[src/source/csi2_settings.svh]
`ifndef CSI2_SETTINGS_SVH
`define CSI2_SETTINGS_SVH

// Cycles from reset release to camera power-up
`define CSI2_PWUP_CYCLES 64

// Width of every statistics value
`define CSI2_STAT_W      32

// Register map in byte offsets
`define CSI2_REG_CTRL    8'h00
`define CSI2_REG_HDR_ERR 8'h04
`define CSI2_REG_CRC_ERR 8'h08
`define CSI2_REG_MAX_LN  8'h0C
`define CSI2_REG_MIN_LN  8'h10
`define CSI2_REG_MAX_PX  8'h14
`define CSI2_REG_MIN_PX  8'h18

`endif

[src/source/csi2_pkt_pkg.sv]
package csi2_pkt_pkg;

  // Byte 0 arrives first on the link
  typedef struct packed {
    logic             valid;
    logic             sop;
    logic [1:0][7:0]  data;
  } csi2_beat_t;

  typedef enum logic [5:0] {
    DT_FS = 6'h00,
    DT_FE = 6'h01,
    DT_LS = 6'h02,
    DT_LE = 6'h03
  } csi2_dt_e;

  // Data id in the low byte, then word count and ECC in link order
  typedef struct packed {
    logic [7:0]  ecc;
    logic [15:0] wc;
    logic [1:0]  vc;
    logic [5:0]  dt;
  } csi2_hdr_t;

  typedef struct packed {
    logic        tvalid;
    logic        tuser;
    logic        tlast;
    logic [15:0] tdata;
  } video_beat_t;

  typedef struct packed {
    logic hdr_err;
    logic crc_err;
    logic line_end;
    logic frame_end;
  } pkt_evt_t;

  // Parity masks P5 down to P0
  localparam logic [5:0][23:0] ECC_MASK = {
    24'hEFFC00, 24'hDF03F0, 24'hB8E38E,
    24'h749A6D, 24'hF2555B, 24'hF12CB7
  };

  function automatic logic [5:0] ecc6(input logic [23:0] d);
    logic [5:0] p;
    for (int i = 0; i < 6; i++) begin
      p[i] = ^(d & ECC_MASK[i]);
    end
    return p;
  endfunction

endpackage

[src/source/csi2_csr_pkg.sv]
`include "csi2_settings.svh"

package csi2_csr_pkg;

  typedef struct packed {
    logic        awvalid;
    logic [7:0]  awaddr;
    logic        wvalid;
    logic [31:0] wdata;
    logic [3:0]  wstrb;
    logic        bready;
    logic        arvalid;
    logic [7:0]  araddr;
    logic        rready;
  } axil_req_t;

  typedef struct packed {
    logic        awready;
    logic        wready;
    logic        bvalid;
    logic [1:0]  bresp;
    logic        arready;
    logic        rvalid;
    logic [31:0] rdata;
    logic [1:0]  rresp;
  } axil_rsp_t;

  typedef struct packed {
    logic phy_en;
    logic clear_stat;
  } csi2_ctrl_t;

  typedef struct packed {
    logic [`CSI2_STAT_W-1:0] hdr_err_cnt;
    logic [`CSI2_STAT_W-1:0] crc_err_cnt;
    logic [`CSI2_STAT_W-1:0] max_ln;
    logic [`CSI2_STAT_W-1:0] min_ln;
    logic [`CSI2_STAT_W-1:0] max_px;
    logic [`CSI2_STAT_W-1:0] min_px;
  } csi2_stat_t;

endpackage

[src/source/csi2_pkt_parser.sv]
`timescale 1ns/1ps

module csi2_pkt_parser
  import csi2_pkt_pkg::*;
(
  input  logic        px_clk_i,
  input  logic        rst_n_i,
  input  logic        phy_en_i,
  input  csi2_beat_t  beat_i,
  output video_beat_t video_o,
  output pkt_evt_t    evt_o
);

typedef enum logic [2:0] {
  ST_IDLE,
  ST_HDR,
  ST_PAY,
  ST_CRC,
  ST_DROP
} state_e;

state_e      state;
logic [15:0] hdr_lo;
csi2_hdr_t   hdr;
logic        hdr_ok;
logic        is_long;
logic [15:0] byte_cnt;
logic [15:0] crc;
logic [15:0] crc_next;
logic        fs_pend;
logic        beat_ok;
logic        word_en;
logic        last_word;
logic        vid_tvalid;
logic        vid_tuser;
logic        vid_tlast;
logic [15:0] vid_tdata;

// Reflected CRC-16 with polynomial 0x1021
function automatic logic [15:0] crc16_byte(input logic [15:0] crc_in,
                                           input logic [7:0]  data);
  logic [15:0] c;
  c = crc_in;
  for (int i = 0; i < 8; i++) begin
    if (c[0] ^ data[i]) begin
      c = (c >> 1) ^ 16'h8408;
    end else begin
      c = c >> 1;
    end
  end
  return c;
endfunction

assign beat_ok   = phy_en_i && beat_i.valid;
assign hdr       = {beat_i.data, hdr_lo};
assign hdr_ok    = hdr.ecc == {2'b00, ecc6(hdr[23:0])};
assign is_long   = hdr.dt >= 6'h10;
assign word_en   = beat_ok && !beat_i.sop && (state == ST_PAY);
assign last_word = byte_cnt == 16'd2;
assign crc_next  = crc16_byte(crc16_byte(crc, beat_i.data[0]), beat_i.data[1]);

always_ff @(posedge px_clk_i or negedge rst_n_i) begin
  if (!rst_n_i) begin
    state      <= ST_IDLE;
    fs_pend    <= 1'b0;
    evt_o      <= '0;
    vid_tvalid <= 1'b0;
    vid_tuser  <= 1'b0;
    vid_tlast  <= 1'b0;
  end else begin
    evt_o      <= '0;
    vid_tvalid <= word_en;
    vid_tuser  <= word_en && fs_pend;
    vid_tlast  <= word_en && last_word;
    if (!phy_en_i) begin
      state <= ST_IDLE;
    end else if (beat_i.valid && beat_i.sop) begin
      // A new start abandons whatever was in flight
      state <= ST_HDR;
    end else if (beat_i.valid) begin
      case (state)
        ST_HDR: begin
          if (!hdr_ok) begin
            evt_o.hdr_err <= 1'b1;
            state         <= ST_DROP;
          end else if (is_long) begin
            state <= ST_PAY;
          end else begin
            if (hdr.dt == DT_FS) begin
              fs_pend <= 1'b1;
            end
            evt_o.frame_end <= hdr.dt == DT_FE;
            state           <= ST_IDLE;
          end
        end
        ST_PAY: begin
          fs_pend <= 1'b0;
          if (last_word) begin
            evt_o.line_end <= 1'b1;
            state          <= ST_CRC;
          end
        end
        ST_CRC: begin
          // CRC beat is low byte first
          evt_o.crc_err <= beat_i.data != crc;
          state         <= ST_IDLE;
        end
        default: begin
        end
      endcase
    end
  end
end

always_ff @(posedge px_clk_i) begin
  if (beat_ok && beat_i.sop) begin
    hdr_lo <= beat_i.data;
  end
  if (beat_ok && !beat_i.sop && (state == ST_HDR)) begin
    byte_cnt <= hdr.wc;
    crc      <= 16'hFFFF;
  end
  if (word_en) begin
    byte_cnt  <= byte_cnt - 16'd2;
    crc       <= crc_next;
    vid_tdata <= beat_i.data;
  end
end

assign video_o = '{
  tvalid: vid_tvalid,
  tuser:  vid_tuser,
  tlast:  vid_tlast,
  tdata:  vid_tdata
};

endmodule

[src/source/csi2_stat_acc.sv]
`timescale 1ns/1ps
`include "csi2_settings.svh"

module csi2_stat_acc
  import csi2_pkt_pkg::*, csi2_csr_pkg::*;
(
  input  logic        px_clk_i,
  input  logic        rst_n_i,
  input  logic        clear_stat_i,
  input  video_beat_t video_i,
  input  pkt_evt_t    evt_i,
  output csi2_stat_t  stat_o
);

localparam int W = `CSI2_STAT_W;

logic [W-1:0] px_cnt;
logic [W-1:0] ln_cnt;
logic [W-1:0] px_line;
logic [W-1:0] ln_frame;
csi2_stat_t   stat_q;

// Counts including the word or line that closes them
assign px_line  = px_cnt + W'(1);
assign ln_frame = ln_cnt + W'(evt_i.line_end);

always_ff @(posedge px_clk_i or negedge rst_n_i) begin
  if (!rst_n_i) begin
    px_cnt        <= '0;
    ln_cnt        <= '0;
    stat_q        <= '0;
    stat_q.min_ln <= '1;
    stat_q.min_px <= '1;
  end else if (clear_stat_i) begin
    px_cnt        <= '0;
    ln_cnt        <= '0;
    stat_q        <= '0;
    stat_q.min_ln <= '1;
    stat_q.min_px <= '1;
  end else begin
    if (video_i.tvalid) begin
      px_cnt <= video_i.tlast ? '0 : px_line;
    end
    if (evt_i.frame_end) begin
      ln_cnt <= '0;
    end else begin
      ln_cnt <= ln_frame;
    end

    // Saturating error counters
    if (evt_i.hdr_err && (stat_q.hdr_err_cnt != '1)) begin
      stat_q.hdr_err_cnt <= stat_q.hdr_err_cnt + W'(1);
    end
    if (evt_i.crc_err && (stat_q.crc_err_cnt != '1)) begin
      stat_q.crc_err_cnt <= stat_q.crc_err_cnt + W'(1);
    end

    if (evt_i.line_end) begin
      if (px_line > stat_q.max_px) begin
        stat_q.max_px <= px_line;
      end
      if (px_line < stat_q.min_px) begin
        stat_q.min_px <= px_line;
      end
    end

    if (evt_i.frame_end) begin
      if (ln_frame > stat_q.max_ln) begin
        stat_q.max_ln <= ln_frame;
      end
      if (ln_frame < stat_q.min_ln) begin
        stat_q.min_ln <= ln_frame;
      end
    end
  end
end

assign stat_o = stat_q;

endmodule

[src/source/csi2_csr.sv]
`timescale 1ns/1ps
`include "csi2_settings.svh"

module csi2_csr
  import csi2_csr_pkg::*;
(
  input  logic       px_clk_i,
  input  logic       rst_n_i,
  input  axil_req_t  req_i,
  output axil_rsp_t  rsp_o,
  output csi2_ctrl_t ctrl_o,
  input  csi2_stat_t stat_i
);

localparam logic [1:0] RESP_OKAY   = 2'b00;
localparam logic [1:0] RESP_SLVERR = 2'b10;

logic        wr_acc;
logic        wr_ctrl;
logic        rd_acc;
logic        bvalid;
logic [1:0]  bresp;
logic        rvalid;
logic [1:0]  rresp;
logic [31:0] rdata;
logic [31:0] rd_mux;
logic        rd_hit;
csi2_ctrl_t  ctrl_q;

assign wr_acc  = req_i.awvalid && req_i.wvalid && !bvalid;
assign wr_ctrl = wr_acc && (req_i.awaddr == `CSI2_REG_CTRL);
assign rd_acc  = req_i.arvalid && !rvalid;

always_comb begin
  rd_hit = 1'b1;
  case (req_i.araddr)
    `CSI2_REG_CTRL:    rd_mux = {31'd0, ctrl_q.phy_en};
    `CSI2_REG_HDR_ERR: rd_mux = 32'(stat_i.hdr_err_cnt);
    `CSI2_REG_CRC_ERR: rd_mux = 32'(stat_i.crc_err_cnt);
    `CSI2_REG_MAX_LN:  rd_mux = 32'(stat_i.max_ln);
    `CSI2_REG_MIN_LN:  rd_mux = 32'(stat_i.min_ln);
    `CSI2_REG_MAX_PX:  rd_mux = 32'(stat_i.max_px);
    `CSI2_REG_MIN_PX:  rd_mux = 32'(stat_i.min_px);
    default: begin
      rd_hit = 1'b0;
      rd_mux = '0;
    end
  endcase
end

always_ff @(posedge px_clk_i or negedge rst_n_i) begin
  if (!rst_n_i) begin
    bvalid <= 1'b0;
    bresp  <= RESP_OKAY;
    rvalid <= 1'b0;
    rresp  <= RESP_OKAY;
    ctrl_q <= '0;
  end else begin
    // Write channel
    if (wr_acc) begin
      bvalid <= 1'b1;
      bresp  <= wr_ctrl ? RESP_OKAY : RESP_SLVERR;
    end else if (req_i.bready) begin
      bvalid <= 1'b0;
    end

    // Clear is a single-cycle strobe
    ctrl_q.clear_stat <= wr_ctrl && req_i.wstrb[0] && req_i.wdata[1];
    if (wr_ctrl && req_i.wstrb[0]) begin
      ctrl_q.phy_en <= req_i.wdata[0];
    end

    // Read channel
    if (rd_acc) begin
      rvalid <= 1'b1;
      rresp  <= rd_hit ? RESP_OKAY : RESP_SLVERR;
    end else if (req_i.rready) begin
      rvalid <= 1'b0;
    end
  end
end

always_ff @(posedge px_clk_i) begin
  if (rd_acc) begin
    rdata <= rd_mux;
  end
end

assign rsp_o = '{
  awready: wr_acc,
  wready:  wr_acc,
  bvalid:  bvalid,
  bresp:   bresp,
  arready: rd_acc,
  rvalid:  rvalid,
  rdata:   rdata,
  rresp:   rresp
};

assign ctrl_o = ctrl_q;

endmodule

[src/source/cam_pwup.sv]
`timescale 1ns/1ps
`include "csi2_settings.svh"

module cam_pwup (
  input  logic px_clk_i,
  input  logic rst_n_i,
  output logic cam_pwup_o
);

localparam int CNT_W = $clog2(`CSI2_PWUP_CYCLES);

logic [CNT_W-1:0] cnt;

always_ff @(posedge px_clk_i or negedge rst_n_i) begin
  if (!rst_n_i) begin
    cnt        <= '0;
    cam_pwup_o <= 1'b0;
  end else if (!cam_pwup_o) begin
    cnt <= cnt + CNT_W'(1);
    // Last edge of the delay window
    if (cnt == CNT_W'(`CSI2_PWUP_CYCLES - 1)) begin
      cam_pwup_o <= 1'b1;
    end
  end
end

endmodule

[src/source/csi2_rx_wrap.sv]
`timescale 1ns/1ps

module csi2_rx_wrap
  import csi2_pkt_pkg::*, csi2_csr_pkg::*;
(
  input  logic        px_clk_i,
  input  logic        rst_n_i,
  // Lane-merged byte stream
  input  csi2_beat_t  lane_beat_i,
  // Register bus
  input  axil_req_t   csr_req_i,
  output axil_rsp_t   csr_rsp_o,
  // Video out to an always-ready sink
  output video_beat_t video_o,
  output logic        cam_pwup_o
);

video_beat_t video;
pkt_evt_t    evt;
csi2_stat_t  stats;
csi2_ctrl_t  ctrl;

assign video_o = video;

csi2_pkt_parser csi2_pkt_parser_inst (
  .px_clk_i ( px_clk_i    ),
  .rst_n_i  ( rst_n_i     ),
  .phy_en_i ( ctrl.phy_en ),
  .beat_i   ( lane_beat_i ),
  .video_o  ( video       ),
  .evt_o    ( evt         )
);

// Error counts and line geometry
csi2_stat_acc csi2_stat_acc_inst (
  .px_clk_i     ( px_clk_i        ),
  .rst_n_i      ( rst_n_i         ),
  .clear_stat_i ( ctrl.clear_stat ),
  .video_i      ( video           ),
  .evt_i        ( evt             ),
  .stat_o       ( stats           )
);

csi2_csr csi2_csr_inst (
  .px_clk_i ( px_clk_i  ),
  .rst_n_i  ( rst_n_i   ),
  .req_i    ( csr_req_i ),
  .rsp_o    ( csr_rsp_o ),
  .ctrl_o   ( ctrl      ),
  .stat_i   ( stats     )
);

cam_pwup cam_pwup_inst (
  .px_clk_i   ( px_clk_i   ),
  .rst_n_i    ( rst_n_i    ),
  .cam_pwup_o ( cam_pwup_o )
);

endmodule

[config.mk]
export PLATFORM = sky130hd
export DESIGN_NAME = csi2_rx_wrap
export DESIGN_NICKNAME = d
export VERILOG_FILES = /design/src/source/csi2_pkt_pkg.sv /design/src/source/csi2_csr_pkg.sv /design/src/source/csi2_pkt_parser.sv /design/src/source/csi2_stat_acc.sv /design/src/source/csi2_csr.sv /design/src/source/cam_pwup.sv /design/src/source/csi2_rx_wrap.sv
export VERILOG_INCLUDE_DIRS = /design/src /design/src/source
export SDC_FILE = /design/constraint.sdc
export NUM_CORES = 1
export LEC_CHECK = 0
export BUFFER_PORTS_ARGS = -buffer_cell sky130_fd_sc_hd__buf_4
export CORE_MARGIN = 1.5
export CORE_UTILIZATION = 55
export DETAILED_ROUTE_END_ITERATION = 16
export PLACE_DENSITY = 0.76
export SLEW_MARGIN = 20
export SYNTH_ARGS = -nofsm -noshare
export SYNTH_HDL_FRONTEND = slang
export SYNTH_HIERARCHICAL = 1
export SYNTH_SLANG_ARGS = --single-unit
[constraint.sdc]
create_clock -name px_clk_i -period 9.3 [get_ports px_clk_i]
set_clock_uncertainty 0.15 [all_clocks]
set_input_delay 1.86 -clock px_clk_i [delete_from_list [all_inputs] [get_ports px_clk_i]]
set_output_delay 1.86 -clock px_clk_i [all_outputs]
set_load 0.005 [all_outputs]
==> out/metrics.sh <==
RUN_STATUS='finished clean'
GP_CONGESTION=0.9265
FINAL.SETUP.TNS_PS=0
GRT.MET3_USAGE=0.05772
TIMING.RR.START='csi2_pkt_parser_inst/evt_o[1]$_DFF_PN0_'
GRT_USE_TOTAL=0.2888
SYNTH.DISTINCT_CELLS=82
LAYOUT-DRIVE-GT1-SHARE=0.1283
LAYOUT.CELLS.NON_FILLER=2902
GRT-OVFL-TOTAL=0
CLK_ROOT_BUFFER_CELL='sky130_fd_sc_hd__clkbuf_16'
POST_CTS_BUFFERS=0
FLOORPLAN.ROWS=73
WORSTREG2REGEND='csi2_stat_acc_inst/stat_o[123]$_DFFE_PN0P_'
SYNTH-EDFF-COUNT=96
GRT_BUSIEST_LAYER='met2'
SYNTH_LARGEST_TYPE_AREA_FRACTION=0.2426
CRITICALPATHCATEGORY='flop to flop'
TIGHTEST_SLEW_PS=1067
SYNTH.MOST_COMMON_CELL='sky130_fd_sc_hd__dfrtp_1'
VIAS=18290
YOSYS_WARNINGS=6
CRIT_PATH_END_KIND='flop'
WHS_ENDPOINT='cam_pwup_inst/cnt[5]$_DFFE_PN0N_'
DETAILEDROUTE.FIRSTPASSITERATIONCOUNT=6
POST_CTS_RESIZED=0
FINAL_NET_COUNT=2556
SYNTH_LARGEST_AREA_CELL='sky130_fd_sc_hd__dfrtp_1'
CLOCK_TREE_FROM_TRITONCTS='built'
FF_TO_FF_SETUP_SLACK_PS=3610
FLOORPLAN.INITIALDENSITY=0.5594
DPL-INSTANCE-AREA_UM2=23400
FIRST_PASS_GRT_WIRE_LENGTH_UM=94950
SYNTH.YOSYS.SEQ_AREA_SHARE=0.4475
CPMOSTUSEDCELL='sky130_fd_sc_hd__ha_1'
PATH_CELLS='ha_1 > ha_1 > nand4_1 > nor4_1 > nand3_1 > xnor2_1 > ha_1 > nand4_1 > or4_1 > o21ai_0 > a31o_2 > nand2_1 > a211oi_1'
NETLIST_TOP_CELLS_AREA='sky130_fd_sc_hd__dfrtp_1 24%, sky130_fd_sc_hd__edfxtp_1 13%, sky130_fd_sc_hd__ha_1 7.7%'
DETAIL_ROUTE.DRC_VIOLATIONS=0
FP.COREAREA_UM2=39820
CTS_HOLD_BUF=0
ANTENNA_FOUND_INITIAL=0
CP_SLOWEST_STAGE_DELAY_PS=630
SYN_AREA_PER_CELL_UM2=9.673
FINALHOLDVIOLATIONS=0
FIRST_GLOBAL_VIAS=17730
ROUTED_WIRELENGTH_UM=59790
PLACED_CELLS=2822
DIE_W_UM=204.3
CRITICAL_PATH_REQUIRED_PS=9620
MIN_PERIOD_PS=5689
CTS_HTREE_LEVELS=2
DIEHEIGHT_UM=204.3
TIMING_MAX_TRANSITION_VIOLATIONS_FINAL=0
HPWLAFTERDP_UM=40580
FIN_CRIT_SH=0.6117
PLACE.PORT_BUFFERS=102
ROUTE.DETAILED.WL_PER_INST_UM=20.60
DRT-INITIAL-DRC-COUNT=1651
WORSTPATHMAXFANOUT=24
SYNTH_COMMONEST_CELLS='216 x sky130_fd_sc_hd__dfrtp_1, 186 x sky130_fd_sc_hd__inv_1, 171 x sky130_fd_sc_hd__a21oi_1'
LAYOUT-AREA-OVERHEAD-VS-SYNTH_PCT=11.54
N_ANTENNA_CELL=0
GRT_SETUP_UNREPAIRED='no'
HOLD_PATH_CELLS=1
PATH_CLK_SLEW_PS=60
FINISH.INSTANCE_AREA_UM2=24850
MAX_FREQ_MHz=175.8
ASYNC_RESET_FF_FRAC=0.7447
LEAKAGEPOWER_nW=10.34
TIMING.SLEW.HEADROOM=0.2870
CAP_VIOL_MAX_COUNT=0
CLOCK_TREE.BUFFER_DEPTH=3
POWER.IR.VDD_WORST_mV=0.1692
GRT.MET2_USAGE=0.4525
SYN-INSTANCE-COUNT=2303
POSTSYNTHREGISTERBITS=376
STARTPOINT_TYPE='flop'
DIE-AREA_UM2=41720
CP.ARRIVAL_PS=6010
SYNTH-MAIN-FF-CELL='sky130_fd_sc_hd__dfrtp_1'
WORSTREGTOREGCELLS=13
MIN-DELAY-PATH-CLASS='flop to flop'
SETUP_VIOL_COUNT_FINAL=0
CLKSINKCOUNT=376
MIN-DELAY-START='cam_pwup_inst/cnt[5]$_DFFE_PN0N_'
WORSTSKEWPAIRLATENCY_PS=590
CRITICAL_PATH.SLOWEST_CELL='sky130_fd_sc_hd__a31o_2'
GRT_USE_MET1=0.3866
SYNTHESIS.AREA_UM2=22280
IO_PINS=138
DETAIL_ROUTE.VIAS_PER_CELL=6.302
GRT_MAX_DEGREE=163
ANT_NETS=0
POWER_DENSITY_nW_PER_UM2=149.4
CTS_BUFFERS=43
[registers in the layout, summed over array words and instances, names as in the netlist]
register,count
csi2_pkt_parser_inst/byte_cnt,16
csi2_pkt_parser_inst/fs_pend,1
csi2_stat_acc_inst/stat_o,192
csi2_csr_inst/rdata,32
csi2_stat_acc_inst/px_cnt,32
csi2_csr_inst/bvalid,1
csi2_pkt_parser_inst/vid_tdata,16
csi2_pkt_parser_inst/vid_tvalid,1
csi2_pkt_parser_inst/state,3
csi2_pkt_parser_inst/vid_tlast,1
cam_pwup_inst/cnt,6
csi2_csr_inst/ctrl_o,2
csi2_csr_inst/bresp,1
csi2_pkt_parser_inst/vid_tuser,1
csi2_csr_inst/rvalid,1
csi2_stat_acc_inst/ln_cnt,32
cam_pwup_inst/cam_pwup_o,1
csi2_csr_inst/rresp,1
csi2_pkt_parser_inst/crc,16
csi2_pkt_parser_inst/evt_o,4
csi2_pkt_parser_inst/hdr_lo,16
[worst max-delay path by stage]
stage	start	to	slack, ps	depth (start not counted)
2_1_floorplan	csr_req_i[9]	csr_rsp_o[35]	4470	3
3_3_place_gp	csi2_pkt_parser_inst/evt_o[1]$_DFF_PN0_	csi2_stat_acc_inst/stat_o[100]$_DFFE_PN0P_	3820	14
3_5_place_dp	csi2_pkt_parser_inst/evt_o[1]$_DFF_PN0_	csi2_stat_acc_inst/stat_o[121]$_DFFE_PN0P_	3770	14
4_1_cts	csi2_pkt_parser_inst/evt_o[1]$_DFF_PN0_	csi2_stat_acc_inst/stat_o[123]$_DFFE_PN0P_	3670	13
5_1_grt	csi2_pkt_parser_inst/evt_o[1]$_DFF_PN0_	csi2_stat_acc_inst/stat_o[121]$_DFFE_PN0P_	3360	13
6_report	csi2_pkt_parser_inst/evt_o[1]$_DFF_PN0_	csi2_stat_acc_inst/stat_o[123]$_DFFE_PN0P_	3610	13
[stage by stage]
step,hold WS (ps),util,setup WS (ps),total power [W]
2_1_floorplan,283.7,-,4469,0.001890
3_3_place_gp,305.2,0.5876,3821,0.001995
3_5_place_dp,323.4,0.5876,3765,0.002001
4_1_cts,335.7,0.6238,3672,0.003740
5_1_grt,342.4,0.6239,3359,0.003830
6_report,327.2,0.6239,3611,0.003712
[layout by cell type (no fill, tap or decap), types with 14 or more instances in the layout]
| cell | n |
|---|---|
| sky130_fd_sc_hd__a211oi_1 | 40 |
| sky130_fd_sc_hd__a21oi_1 | 171 |
| sky130_fd_sc_hd__a221o_1 | 31 |
| sky130_fd_sc_hd__a22o_1 | 15 |
| sky130_fd_sc_hd__a22oi_1 | 64 |
| sky130_fd_sc_hd__and3_1 | 30 |
| sky130_fd_sc_hd__and4_1 | 29 |
| sky130_fd_sc_hd__buf_4 | 122 |
| sky130_fd_sc_hd__clkbuf_16 | 45 |
| sky130_fd_sc_hd__dfrtp_1 | 215 |
| sky130_fd_sc_hd__dfstp_2 | 64 |
| sky130_fd_sc_hd__edfxtp_1 | 96 |
| sky130_fd_sc_hd__ha_1 | 137 |
| sky130_fd_sc_hd__inv_1 | 186 |
| sky130_fd_sc_hd__nand2_1 | 132 |
| sky130_fd_sc_hd__nand3_1 | 96 |
| sky130_fd_sc_hd__nand4_1 | 57 |
| sky130_fd_sc_hd__nor2_1 | 125 |
| sky130_fd_sc_hd__nor2b_1 | 21 |
| sky130_fd_sc_hd__nor3_1 | 94 |
| sky130_fd_sc_hd__nor4_1 | 14 |
| sky130_fd_sc_hd__o21ai_0 | 141 |
| sky130_fd_sc_hd__o21ai_1 | 15 |
| sky130_fd_sc_hd__o22ai_1 | 32 |
| sky130_fd_sc_hd__xnor2_1 | 149 |
| sky130_fd_sc_hd__xor2_1 | 68 |
[per-layer routing]
layer | vias to the layer above | part of all wire
met5 | - | 0
met4 | 0 | 0.042
met1 | 8925 | 0.41
met2 | 824 | 0.46
met3 | 145 | 0.086
li1 | 8395 | -
[cell type report]
| type | instances | area, um2 |
|---|---|---|
| Fill cell | 3345 | 14980 |
| Clock buffer | 63 | 1244 |
| Tap cell | 525 | 656.9 |
| Clock inverter | 17 | 200.2 |
| Timing Repair Buffer | 124 | 950.9 |
| Inverter | 186 | 698.2 |
| Sequential cell | 376 | 9973 |
| Multi-Input combinational cell | 1611 | 11120 |
[worst max-delay path, delay by kind of cell (launching register included)]
| kind | cells | cell delay [ps] |
|---|---|---|
| simple gates | 6 | 2240 |
| xor+xnor | 1 | 430 |
| compound gates | 3 | 1470 |
| flops | 1 | 530 |
| fa+ha+maj | 3 | 750 |
[logic make-up after synthesis]
logic type               count (synthesis)  share of synthesized area
buffers and inverters                  317                    0.05740
adder cells (fa/ha/maj)                137                    0.07695
other                                    1                  0.0001683
XOR/XNOR                               225                    0.09206
AND/OR/NAND/NOR                        665                     0.1591
flip-flops                             376                     0.4475
AO/OA/AOI/OAI                          574                     0.1624
multiplexers                             8                   0.004325
[power breakdown]
group,switching (W),internal [W],leakage [nW]
clock,0.000698,0.00104,0.705
sequential,0.00000709,0.00171,4.58
combinational,0.000170,0.0000850,5.05
total,0.000875,0.00284,10.3
(Power assumes the default switching activity.)
